### src/tx_pack.sv
package tx_pack;

    // Parallel word and quarter-rate nibble widths
    localparam int WORD_W = 16;
    localparam int NIB_W  = 4;

    // Skew control width, whole-bit delay of 0 to 3
    localparam int NPI = 2;

    // Bit periods per word
    localparam int FRAME_LEN = 16;
    localparam int CNT_W     = $clog2(FRAME_LEN);  // Frame counter width

    // Enable FSM states
    typedef enum logic [1:0] {
        ST_IDLE,   // Outputs parked at 0
        ST_ALIGN,  // Counter restarted, waiting for the first word
        ST_RUN     // Streaming
    } tx_state_t;

    // Slot to din bit map for the reordered word
    // Slot 0 holds din[15], slot 4 holds din[14] and so on
    // The serializer emits slots 15, 11, 7, 3, 13, 9, 5, 1, 14, 10, 6, 2, 12, 8, 4, 0
    // which comes out as din[0] first and din[15] last
    localparam int REORDER [WORD_W] = '{
        15, 7, 11, 3,   // Slots 0 to 3
        14, 6, 10, 2,   // Slots 4 to 7
        13, 5, 9,  1,   // Slots 8 to 11
        12, 4, 8,  0    // Slots 12 to 15
    };

endpackage

### src/hr_16t4_mux.sv
`timescale 1ns/100ps
`default_nettype none

module hr_16t4_mux (
    input  wire logic                       mdll_clk,
    input  wire logic                       rst,
    input  wire logic [tx_pack::WORD_W-1:0] din,        // Parallel word from source
    input  wire logic                       word_load,  // Capture strobe
    input  wire logic [tx_pack::CNT_W-1:0]  frame_cnt,
    output logic      [tx_pack::NIB_W-1:0]  nib         // To the 4:1 stage
);
    import tx_pack::*;

    logic [WORD_W-1:0] word_q;   // Reordered word
    logic [1:0]        grp;      // Quarter group, upper counter bits
    logic [1:0]        grp_off;  // Slot offset of the group

    assign grp = frame_cnt[CNT_W-1:CNT_W-2];

    // Half-rate tree picks groups in 0, 2, 1, 3 slot order
    assign grp_off = {grp[0], grp[1]};

    // Reorder on capture so the slot layout matches the mux tree
    always_ff @(posedge mdll_clk) begin
        if (rst) begin
            word_q <= '0;
        end else if (word_load) begin
            for (int s = 0; s < WORD_W; s++) begin
                word_q[s] <= din[REORDER[s]];
            end
        end
    end

    // Nibble bit q sits 4q slots below the group's top slot
    // Group 0 reads slots 15, 11, 7, 3 and so on down
    always_comb begin
        for (int q = 0; q < NIB_W; q++) begin
            nib[q] = word_q[WORD_W - 1 - NIB_W * q - int'(grp_off)];
        end
    end

endmodule

`default_nettype wire

### src/output_buf_tx.sv
`timescale 1ns/100ps
`default_nettype none

module output_buf_tx (
    input  wire logic mdll_clk,
    input  wire logic rst,
    input  wire logic ser_dly,  // Skewed serial data
    input  wire logic run,
    output logic      dout_p,   // True output
    output logic      dout_n    // Complement output
);
    import tx_pack::*;

    // Run history covers the mux register plus worst skew
    logic [2**NPI-1:0] run_sr;
    logic              drive;   // Drive differential this cycle

    assign drive = run || (|run_sr);

    always_ff @(posedge mdll_clk) begin
        if (rst) begin
            run_sr <= '0;
            dout_p <= 1'b0;
            dout_n <= 1'b0;
        end else begin
            run_sr <= {run_sr[2**NPI-2:0], run};
            dout_p <= drive ? ser_dly : 1'b0;   // Both low when idle
            dout_n <= drive ? ~ser_dly : 1'b0;
        end
    end

endmodule

`default_nettype wire

### src/phase_delay.sv
`timescale 1ns/100ps
`default_nettype none

module phase_delay (
    input  wire logic                    mdll_clk,
    input  wire logic                    rst,
    input  wire logic                    ser_bit,  // Undelayed stream
    input  wire logic [tx_pack::NPI-1:0] skew,     // Delay in whole bits
    output logic                         ser_dly   // Skewed stream
);
    import tx_pack::*;

    // Three taps for skew 1 to 3
    logic [2**NPI-2:0] dly;

    always_ff @(posedge mdll_clk) begin
        if (rst) begin
            dly <= '0;
        end else begin
            dly <= {dly[2**NPI-3:0], ser_bit};  // Oldest bit at the top
        end
    end

    // Tap mux, skew 0 bypasses the line entirely
    always_comb begin
        case (skew)
            2'd0:    ser_dly = ser_bit;
            2'd1:    ser_dly = dly[0];
            2'd2:    ser_dly = dly[1];
            default: ser_dly = dly[2];
        endcase
    end

endmodule

`default_nettype wire

### src/qr_4t1_mux.sv
`timescale 1ns/100ps
`default_nettype none

module qr_4t1_mux (
    input  wire logic                      mdll_clk,
    input  wire logic                      rst,
    input  wire logic [tx_pack::NIB_W-1:0] nib,        // Current quarter group
    input  wire logic [tx_pack::CNT_W-1:0] frame_cnt,
    input  wire logic                      run,
    output logic                           ser_bit     // Bit-rate stream
);

    logic [1:0] phase;    // Quarter phase within the group
    logic       bit_sel;

    assign phase = frame_cnt[1:0];

    // One bit per quarter phase
    always_comb begin
        case (phase)
            2'd0:    bit_sel = nib[0];  // Q
            2'd1:    bit_sel = nib[1];  // I
            2'd2:    bit_sel = nib[2];  // QB
            default: bit_sel = nib[3];  // IB
        endcase
    end

    always_ff @(posedge mdll_clk) begin
        if (rst) begin
            ser_bit <= 1'b0;
        end else begin
            ser_bit <= run ? bit_sel : 1'b0;  // Park low when idle
        end
    end

    // Loaded word must be fully known once streaming
    a_ser_known: assert property (@(posedge mdll_clk) disable iff (rst)
        run |=> !$isunknown(ser_bit));

endmodule

`default_nettype wire

### src/tx_ctrl.sv
`timescale 1ns/100ps
`default_nettype none

module tx_ctrl (
    input  wire logic                      mdll_clk,   // Bit-rate clock
    input  wire logic                      rst,
    input  wire logic                      tx_en,      // Transmit enable level
    input  wire logic [tx_pack::NPI-1:0]   ctl_pi,     // Requested skew
    input  wire logic                      ctl_valid,  // Strobe for ctl_pi
    output logic      [tx_pack::CNT_W-1:0] frame_cnt,  // Bit period within frame
    output logic                           word_load,  // Word capture strobe
    output logic                           run,        // Streaming level
    output logic      [tx_pack::NPI-1:0]   skew        // Applied skew
);
    import tx_pack::*;

    tx_state_t      state;
    tx_state_t      state_nxt;
    logic           frame_end;
    logic [NPI-1:0] skew_pend;  // Waits here for the next word boundary

    assign frame_end = (frame_cnt == CNT_W'(FRAME_LEN - 1));

    // No load on the boundary where tx_en low takes us back to idle
    assign word_load = frame_end && tx_en && (state != ST_IDLE);
    assign run       = (state == ST_RUN);

    always_comb begin
        state_nxt = state;
        case (state)
            ST_IDLE: begin
                if (tx_en) begin
                    state_nxt = ST_ALIGN;
                end
            end
            ST_ALIGN: begin
                if (frame_end) begin
                    state_nxt = tx_en ? ST_RUN : ST_IDLE;  // First load starts the run
                end
            end
            ST_RUN: begin
                if (frame_end && !tx_en) begin
                    state_nxt = ST_IDLE;
                end
            end
            default: state_nxt = ST_IDLE;
        endcase
    end

    always_ff @(posedge mdll_clk) begin
        if (rst) begin
            state     <= ST_IDLE;
            frame_cnt <= '0;
        end else begin
            state <= state_nxt;
            // Restart the frame on leaving idle, else free-run and wrap
            if (state == ST_IDLE && state_nxt != ST_IDLE) begin
                frame_cnt <= '0;
            end else begin
                frame_cnt <= frame_cnt + 1'b1;
            end
        end
    end

    // Skew takes effect only on a word boundary
    always_ff @(posedge mdll_clk) begin
        if (rst) begin
            skew_pend <= '0;
            skew      <= '0;
        end else begin
            if (ctl_valid) skew_pend <= ctl_pi;
            if (word_load) skew      <= skew_pend;
        end
    end

    // A load always follows a full frame out of idle
    a_load_after_align: assert property (@(posedge mdll_clk) disable iff (rst)
        word_load |-> $past(state, FRAME_LEN - 1) != ST_IDLE);

    // Fixed word period while enabled
    a_load_period: assert property (@(posedge mdll_clk) disable iff (rst)
        word_load |=> (!word_load)[*(FRAME_LEN - 1)] ##1 (word_load || !tx_en));

endmodule

`default_nettype wire

### src/tx_top.sv
`timescale 1ns/100ps
`default_nettype none

module tx_top (
    input  wire logic                       mdll_clk,   // Bit-rate clock
    input  wire logic                       rst,        // Global reset
    input  wire logic [tx_pack::WORD_W-1:0] din,        // Word, sampled on word_req
    input  wire logic                       tx_en,
    input  wire logic [tx_pack::NPI-1:0]    ctl_pi,     // Skew request
    input  wire logic                       ctl_valid,
    output wire logic                       word_req,   // Source presents din here
    output wire logic                       dout_p,
    output wire logic                       dout_n
);
    import tx_pack::*;

    wire logic [CNT_W-1:0] frame_cnt;
    wire logic             run;
    wire logic [NPI-1:0]   skew;
    wire logic [NIB_W-1:0] nib;      // 16:4 stage to 4:1 stage
    wire logic             ser_bit;  // Serializer out
    wire logic             ser_dly;  // After skew

    // Frame timing, enable FSM and skew update
    tx_ctrl u_ctrl (
        .mdll_clk  (mdll_clk),
        .rst       (rst),
        .tx_en     (tx_en),
        .ctl_pi    (ctl_pi),
        .ctl_valid (ctl_valid),
        .frame_cnt (frame_cnt),
        .word_load (word_req),
        .run       (run),
        .skew      (skew)
    );

    // Half-rate 16 to 4 stage
    hr_16t4_mux u_hr_mux (
        .mdll_clk  (mdll_clk),
        .rst       (rst),
        .din       (din),
        .word_load (word_req),
        .frame_cnt (frame_cnt),
        .nib       (nib)
    );

    // Quarter-rate 4 to 1 stage
    qr_4t1_mux u_qr_mux (
        .mdll_clk  (mdll_clk),
        .rst       (rst),
        .nib       (nib),
        .frame_cnt (frame_cnt),
        .run       (run),
        .ser_bit   (ser_bit)
    );

    phase_delay u_pdly (
        .mdll_clk (mdll_clk),
        .rst      (rst),
        .ser_bit  (ser_bit),
        .skew     (skew),
        .ser_dly  (ser_dly)
    );

    output_buf_tx u_obuf (
        .mdll_clk (mdll_clk),
        .rst      (rst),
        .ser_dly  (ser_dly),
        .run      (run),
        .dout_p   (dout_p),
        .dout_n   (dout_n)
    );

endmodule

`default_nettype wire

### config.mk
export PLATFORM = sky130hd
export DESIGN_NAME = tx_top
export DESIGN_NICKNAME = d
export VERILOG_FILES = /design/src/tx_pack.sv /design/src/hr_16t4_mux.sv /design/src/output_buf_tx.sv /design/src/phase_delay.sv /design/src/qr_4t1_mux.sv /design/src/tx_ctrl.sv /design/src/tx_top.sv
export SDC_FILE = /design/constraint.sdc
export NUM_CORES = 1
export LEC_CHECK = 0
export ABC_CLOCK_PERIOD_IN_PS = 1330
export BUFFER_PORTS_ARGS = -buffer_cell sky130_fd_sc_hd__buf_2
export CAP_MARGIN = 0
export CORE_MARGIN = 8
export CORE_UTILIZATION = 41
export CTS_BUF_LIST = sky130_fd_sc_hd__clkbuf_8
export CTS_CLUSTER_SIZE = 28
export DETAILED_ROUTE_END_ITERATION = 7
export GPL_ROUTABILITY_DRIVEN = 0
export PLACE_DENSITY = 0.74
export SETUP_SLACK_MARGIN = 0.3
export SYNTH_ARGS = -nofsm -noshare
export SYNTH_HDL_FRONTEND = slang
export SYNTH_SLANG_ARGS = --single-unit
### constraint.sdc
create_clock -name mdll_clk -period 1.33 [get_ports mdll_clk]
set_input_delay 0.266 -clock mdll_clk [delete_from_list [all_inputs] [get_ports mdll_clk]]
set_output_delay 0.266 -clock mdll_clk [all_outputs]
set_load 0.1 [all_outputs]
---- Word level (Yosys, flattened, before mapping) ----
Cells that the tools add are included.
cells by class
  $add $sub $neg .......................... 5
  magnitude comparators ................... 4
  eq/ne operators ......................... 7
  muxes and demuxes ....................... 19
  bitwise operators ....................... 3
  reduce and logical (&&, ||, !) cells .... 15
operator list
  kind                 count
  $lt 32x6->1 const B  4
  $bmux 1 s4           4
  $sub 4x2->5 const A  2
  $mux 1               8
  $mux 2               4
  $eq 2x1->1 const B   3
  $eq 2x2->1 const B   3
  $logic_not 2->1      3
  $pmux 1 s3           2
  $pmux 2 s3           1
  $reduce_or 2->1      3
  $add 4x1->4 const B  1
  $eq 4x4->1 const B   1
  $logic_and 1x1->1    4
  $reduce_bool 2->1    2
  $reduce_or 4->1      1
  $sub 3x2->4 const A  1
  $not 1->1            3
  $sub 2x2->3 const A  1
  $logic_not 1->1      1
  $logic_or 1x1->1     1
storage, ports and cells
  bits in registers ....................... 36
  bits of input ports ..................... 22
  logic and storage cells ................. 63

---- Logic depth before layout (Yosys ltp) ----
  word-level depth ........................ 7
  mapped depth ............................ 6
  mapped depth without buffers ............ 5

---- By module ----
Synthesis repeated with hierarchy kept, for this count alone.
unflattened totals
  cell total of the unflattened synthesis .. 122
  area total of the unflattened synthesis .. 1428.9 um^2
modules (own cells, without submodules)
  module         instances  cells an instance  area an instance (um^2)  sequential area each (um^2)
  hr_16t4_mux    1          56                 673.1                    320.3
  tx_ctrl        1          41                 414.1                    200.2
  output_buf_tx  1          15                 188.9                    120.1
  phase_delay    1          7                  101.3                    60.1
  qr_4t1_mux     1          3                  51.3                     20.0

---- Least setup slack after synthesis ----
No wires, ideal clock.
  kind .................................... reg-to-output
  from .................................... register u_ctrl.frame_cnt[0] (netlist name)
  to ...................................... output port word_req
  arrival ................................. 2.136 ns
  required time ........................... 1.064 ns
  setup slack ............................. -1.072 ns
  cell stages (with the launch flop) ...... 5
  buffers on the path ..................... 1
  cell sequence ........................... dfxtp_1 > ha_1 > nand3_1 > clkbuf_1 > nor2_1
on the way
  word-level cells in the longest chain between the ends .. 3
ends and longest elaborated chain
  item                            line           RTL
  start, declared                 tx_ctrl.sv:10  output logic [tx_pack::CNT_W-1:0] frame_cnt,
  start signal, assigned          tx_ctrl.sv:60  frame_cnt <= frame_cnt + 1'b1;
  $eq 4x4->1                      tx_ctrl.sv:22  assign frame_end = (frame_cnt == CNT_W'(FRAME_LEN - 1));
  $logic_and 1x1->1 (2 in a row)  tx_ctrl.sv:25  assign word_load = frame_end && tx_en && (state != ST_IDLE);
  end, declared                   tx_top.sv:11   output wire logic word_req,
Every way passes these cells.

---- Worst setup path in the final report ----
  from .................................... register u_ctrl.frame_cnt[0] (netlist name)
  to ...................................... register u_ctrl.state[0]
on the way
  word-level cells in the longest chain between the ends .. 4
ends and longest elaborated chain
  item                  line           RTL
  $eq 4x4->1 *          tx_ctrl.sv:22
  $logic_and 1x1->1     tx_ctrl.sv:42  if (frame_end && !tx_en) begin
  $mux 2                tx_ctrl.sv:42
  $pmux 2 s3 *          tx_ctrl.sv:30  case (state)
  end signal, assigned  tx_ctrl.sv:55  state <= state_nxt;
  end, declared         tx_ctrl.sv:17  tx_state_t state;
Every way passes the cells marked *; elsewhere a longest branch is shown, timed or not.
A chain may end at the register's enable or synchronous reset.

==> results.toml <==
[run_status]
outcome = "finished, violations left"
violations = "setup timing"

[pwr]
intPower_mw = 1.57
power.switching_mw = 0.511
switching_share = 0.246
clockPowerShare = 0.381
comb_power_share = 0.093
p_per_area_nw_per_um2 = 885
power_leakage_nw = 0.775
p_seq_frac = 0.526
ir_worst_vdd_mv = 0.540

[cts]
insertion_delay_ns = 0.29
cts.clk_slew.worst_paths_ns = 0.07
numClockSinks = 36
cts_tree = "done"
cts_made_buffers = 5
htree_levels = 2
holdBufCountCts = 0
clk_path_buf_depth = 2
root_buffer = "clkbuf_8"

[final_layout]
post-route-util = 0.643
fillers = 273
finalNonFillerCells = 257
diodes = 0
areaGrowthSynthToFinish_pct = 51.1
nNetsFinal = 234
drive_gt1_frac = 0.555

[critical_path]
reg2regPathDepth = 6
crit_top_cell = "buf_6"
cp_top_family = "buffers and inverters"
cp_max_fo = 4
r2r-start = "u_ctrl.frame_cnt[0]"
slowest_delay_ns = 0.35
critPathKind = "register to register"
required_ns = 1.52
crit_chain = "ha_4, buf_4, buf_6, and3_4, buf_6, a2111oi_4"
reg2reg_to = "u_ctrl.state[0]"
r2r_slack_ns = -0.16
cp-start-kind = "register"
cp_slowest_cell = "dfxtp_4"
end_kind = "register"
critPathBufInv = 3
cp.arrival_ns = 1.68

[yosys]
yosys_warnings = 0
ys_types = 33
avgSynthCellArea_um2 = 9.44
synthTopCellsByArea = "dfxtp_1 (46%), a21oi_1 (6.4%), nand3_1 (6.4%), o21ai_0 (5.5%), mux2i_1 (5.1%)"
ys_seq_area_frac = 0.463
netlist.area_leader.share = 0.463
synthFlopType = "dfxtp_1"
synth_cells = 165
synth_seq_cells = 36
netlist_area_um2 = 1560
synth-edff-count = 0
async_reset_ff_frac = 0
synth_nets = 191
synth_area_leader_cell = "dfxtp_1"

[die]
start_util = 0.425
dieWidth_um = 77.6
ioPinCount = 25
num_rows = 22
die_h_um = 77.6
die_area_um2 = 6030
design.core.area_um2 = 3660

[sta]
hold_violations = 0
rsz0062_at_grt = "yes"
worst_pin_slew_ns = 0.280
fmax_ghz = 0.672
setup-tns-final_ns = -1.51
setup_violations = 21
worst_clock_skew_ns = 0.00323
slew_viol_final = 0
period_minus_slack_ns = 1.49
relSlewSlack = 0.813
fin_ws_ns = -0.157
fin_crit_sh = 1.12

[drt]
wl_per_cell_um = 17.1
drt-total-wl_um = 4390
ant_nets = 0
routed_via_density = 5.31
drc = 0
via_count = 1364
dr.pass1.iters = 4
drt_iter0_markers = 73

[global_route]
antenna_found_initial = 0
grt_pass1_vias = 1310
grt_pass1_wl_um = 5930
grt-ovfl-total = 0
grt_use_total = 0.122
grt_max_degree = 19

[worst_hold_path]
hold_depth = 3
worstHoldEndpoint = "u_hr_mux.word_q[14]"
holdCritPathClass = "primary input to register"
hold_start = "din[8]"

[place]
portBuffers = 24
placed_cells = 241
hpwlAfterDp_um = 2420

[job]
maxCapViolCount = 0
[metrics by stage]
step	hold slack (ns)	cell area [um2]	power [mW]	worst slack (ns)
after floorplan	0.354	1630	1.21	-0.126
after global placement	0.443	1840	1.27	0.0454
after detailed placement	0.452	1840	1.27	0.0166
after CTS	0.219	2030	2.04	-0.138
after global routing	0.211	2350	2.16	-0.185
final	0.206	2350	2.08	-0.157
[flip-flops by register name, summed over array words and instances (netlist names)]
register,cells
u_ctrl.frame_cnt,4
u_ctrl.skew,2
u_ctrl.skew_pend,2
u_ctrl.state,2
u_hr_mux.word_q,16
u_obuf.dout_n,1
u_obuf.dout_p,1
u_obuf.run_sr,4
u_pdly.dly,3
u_qr_mux.ser_bit,1
[cells in the mapped netlist, types with 3 or more instances]
master / count
dfxtp_1: 36
nor2b_1: 7
ha_1: 4
nand3_1: 20
buf_2: 3
buf_6: 3
nor2_1: 8
clkbuf_1: 4
o21ai_0: 17
nand2b_1: 4
a21oi_1: 20
nand2_1: 3
inv_1: 4
mux2i_1: 8
[logic make-up (layout without fill, tap and decap cells)]
group | after synthesis | in the layout | share of synthesized area
XOR/XNOR | 2 | 2 | 0.0112
AO/OA/AOI/OAI | 47 | 47 | 0.184
AND/OR/NAND/NOR | 49 | 49 | 0.166
adder cells (fa/ha/maj) | 4 | 4 | 0.0321
flip-flops | 36 | 36 | 0.463
multiplexers | 10 | 10 | 0.0803
buffers and inverters | 17 | 61 | 0.0634
[cell usage in the layout (no fill, tap or decap), drive strengths merged]
| cell | Yosys | final |
|---|---|---|
| and2 | 1 | 1 |
| inv | 4 | 6 |
| mux2i | 8 | 8 |
| o21bai | 1 | 1 |
| o221ai | 1 | 1 |
| mux4 | 2 | 2 |
| nand3 | 20 | 20 |
| ha | 4 | 4 |
| nand2 | 3 | 3 |
| a21oi | 20 | 20 |
| nor3b | 2 | 2 |
| o21a | 2 | 2 |
| xor2 | 1 | 1 |
| nand2b | 4 | 4 |
| nor4 | 1 | 1 |
| o22ai | 2 | 2 |
| o21ai | 19 | 19 |
| nor2b | 7 | 7 |
| xnor2 | 1 | 1 |
| clkbuf | 5 | 7 |
| a2111oi | 1 | 1 |
| and3 | 1 | 1 |
| o31a | 1 | 1 |
| dfxtp | 36 | 36 |
| nand4b | 1 | 1 |
| or2 | 1 | 1 |
| buf | 8 | 48 |
| nor2 | 8 | 8 |
[power by group through the flow]
stage / Clock (mW) / Sequential [mW] / Combinational [mW]
after CTS: 0.791 / 1.10 / 0.154
after floorplan: 0 / 1.12 / 0.0879
after global routing: 0.851 / 1.10 / 0.208
after detailed placement: 0 / 1.13 / 0.140
final: 0.792 / 1.10 / 0.194
after global placement: 0 / 1.13 / 0.137
[per-layer routing]
metal  vias to the layer above  global-route usage  wire (um)
li1                        666                   -          -
met1                       653               0.137       1770
met2                        31               0.199       2300
met3                        14              0.0541        192
met4                         0              0.0453        122
met5                         -                   0          0
[layout make-up]
class | instances | area [um2] | area share
Clock inverter | 2 | 7.51 | 0.00319
Timing Repair Buffer | 49 | 414 | 0.176
Clock buffer | 6 | 82.6 | 0.0351
Multi-Input combinational cell | 112 | 1030 | 0.436
Inverter | 4 | 15.0 | 0.00638
Sequential cell | 36 | 747 | 0.317
Tap cell | 48 | 60.1 | 0.0255
[worst min-delay path, stage by stage]
cell and delay, ns:
buf_2 0.10, nand3_2 0.05, a21oi_2 0.04
[worst max-delay path by stage]
stage / slack (ns) / to / startpoint / cells past startpoint
after floorplan: -0.13 / word_req / u_ctrl.frame_cnt[1] / 4
after global placement: 0.05 / u_qr_mux.ser_bit / u_ctrl.frame_cnt[3] / 3
after detailed placement: 0.02 / u_qr_mux.ser_bit / u_ctrl.frame_cnt[2] / 4
after CTS: -0.14 / word_req / u_ctrl.frame_cnt[0] / 4
after global routing: -0.19 / u_ctrl.state[0] / u_ctrl.frame_cnt[0] / 6
final: -0.16 / u_ctrl.state[0] / u_ctrl.frame_cnt[0] / 6
[what timing repair did]
item / CTS / global route
gates cloned: 0 / 1
resized for setup: 28 / 61
pin swaps: 4 / 25
setup endpoints to repair: 29 / 30
setup buffers: 4 / 3
Power figures use the tool's default switching activity.
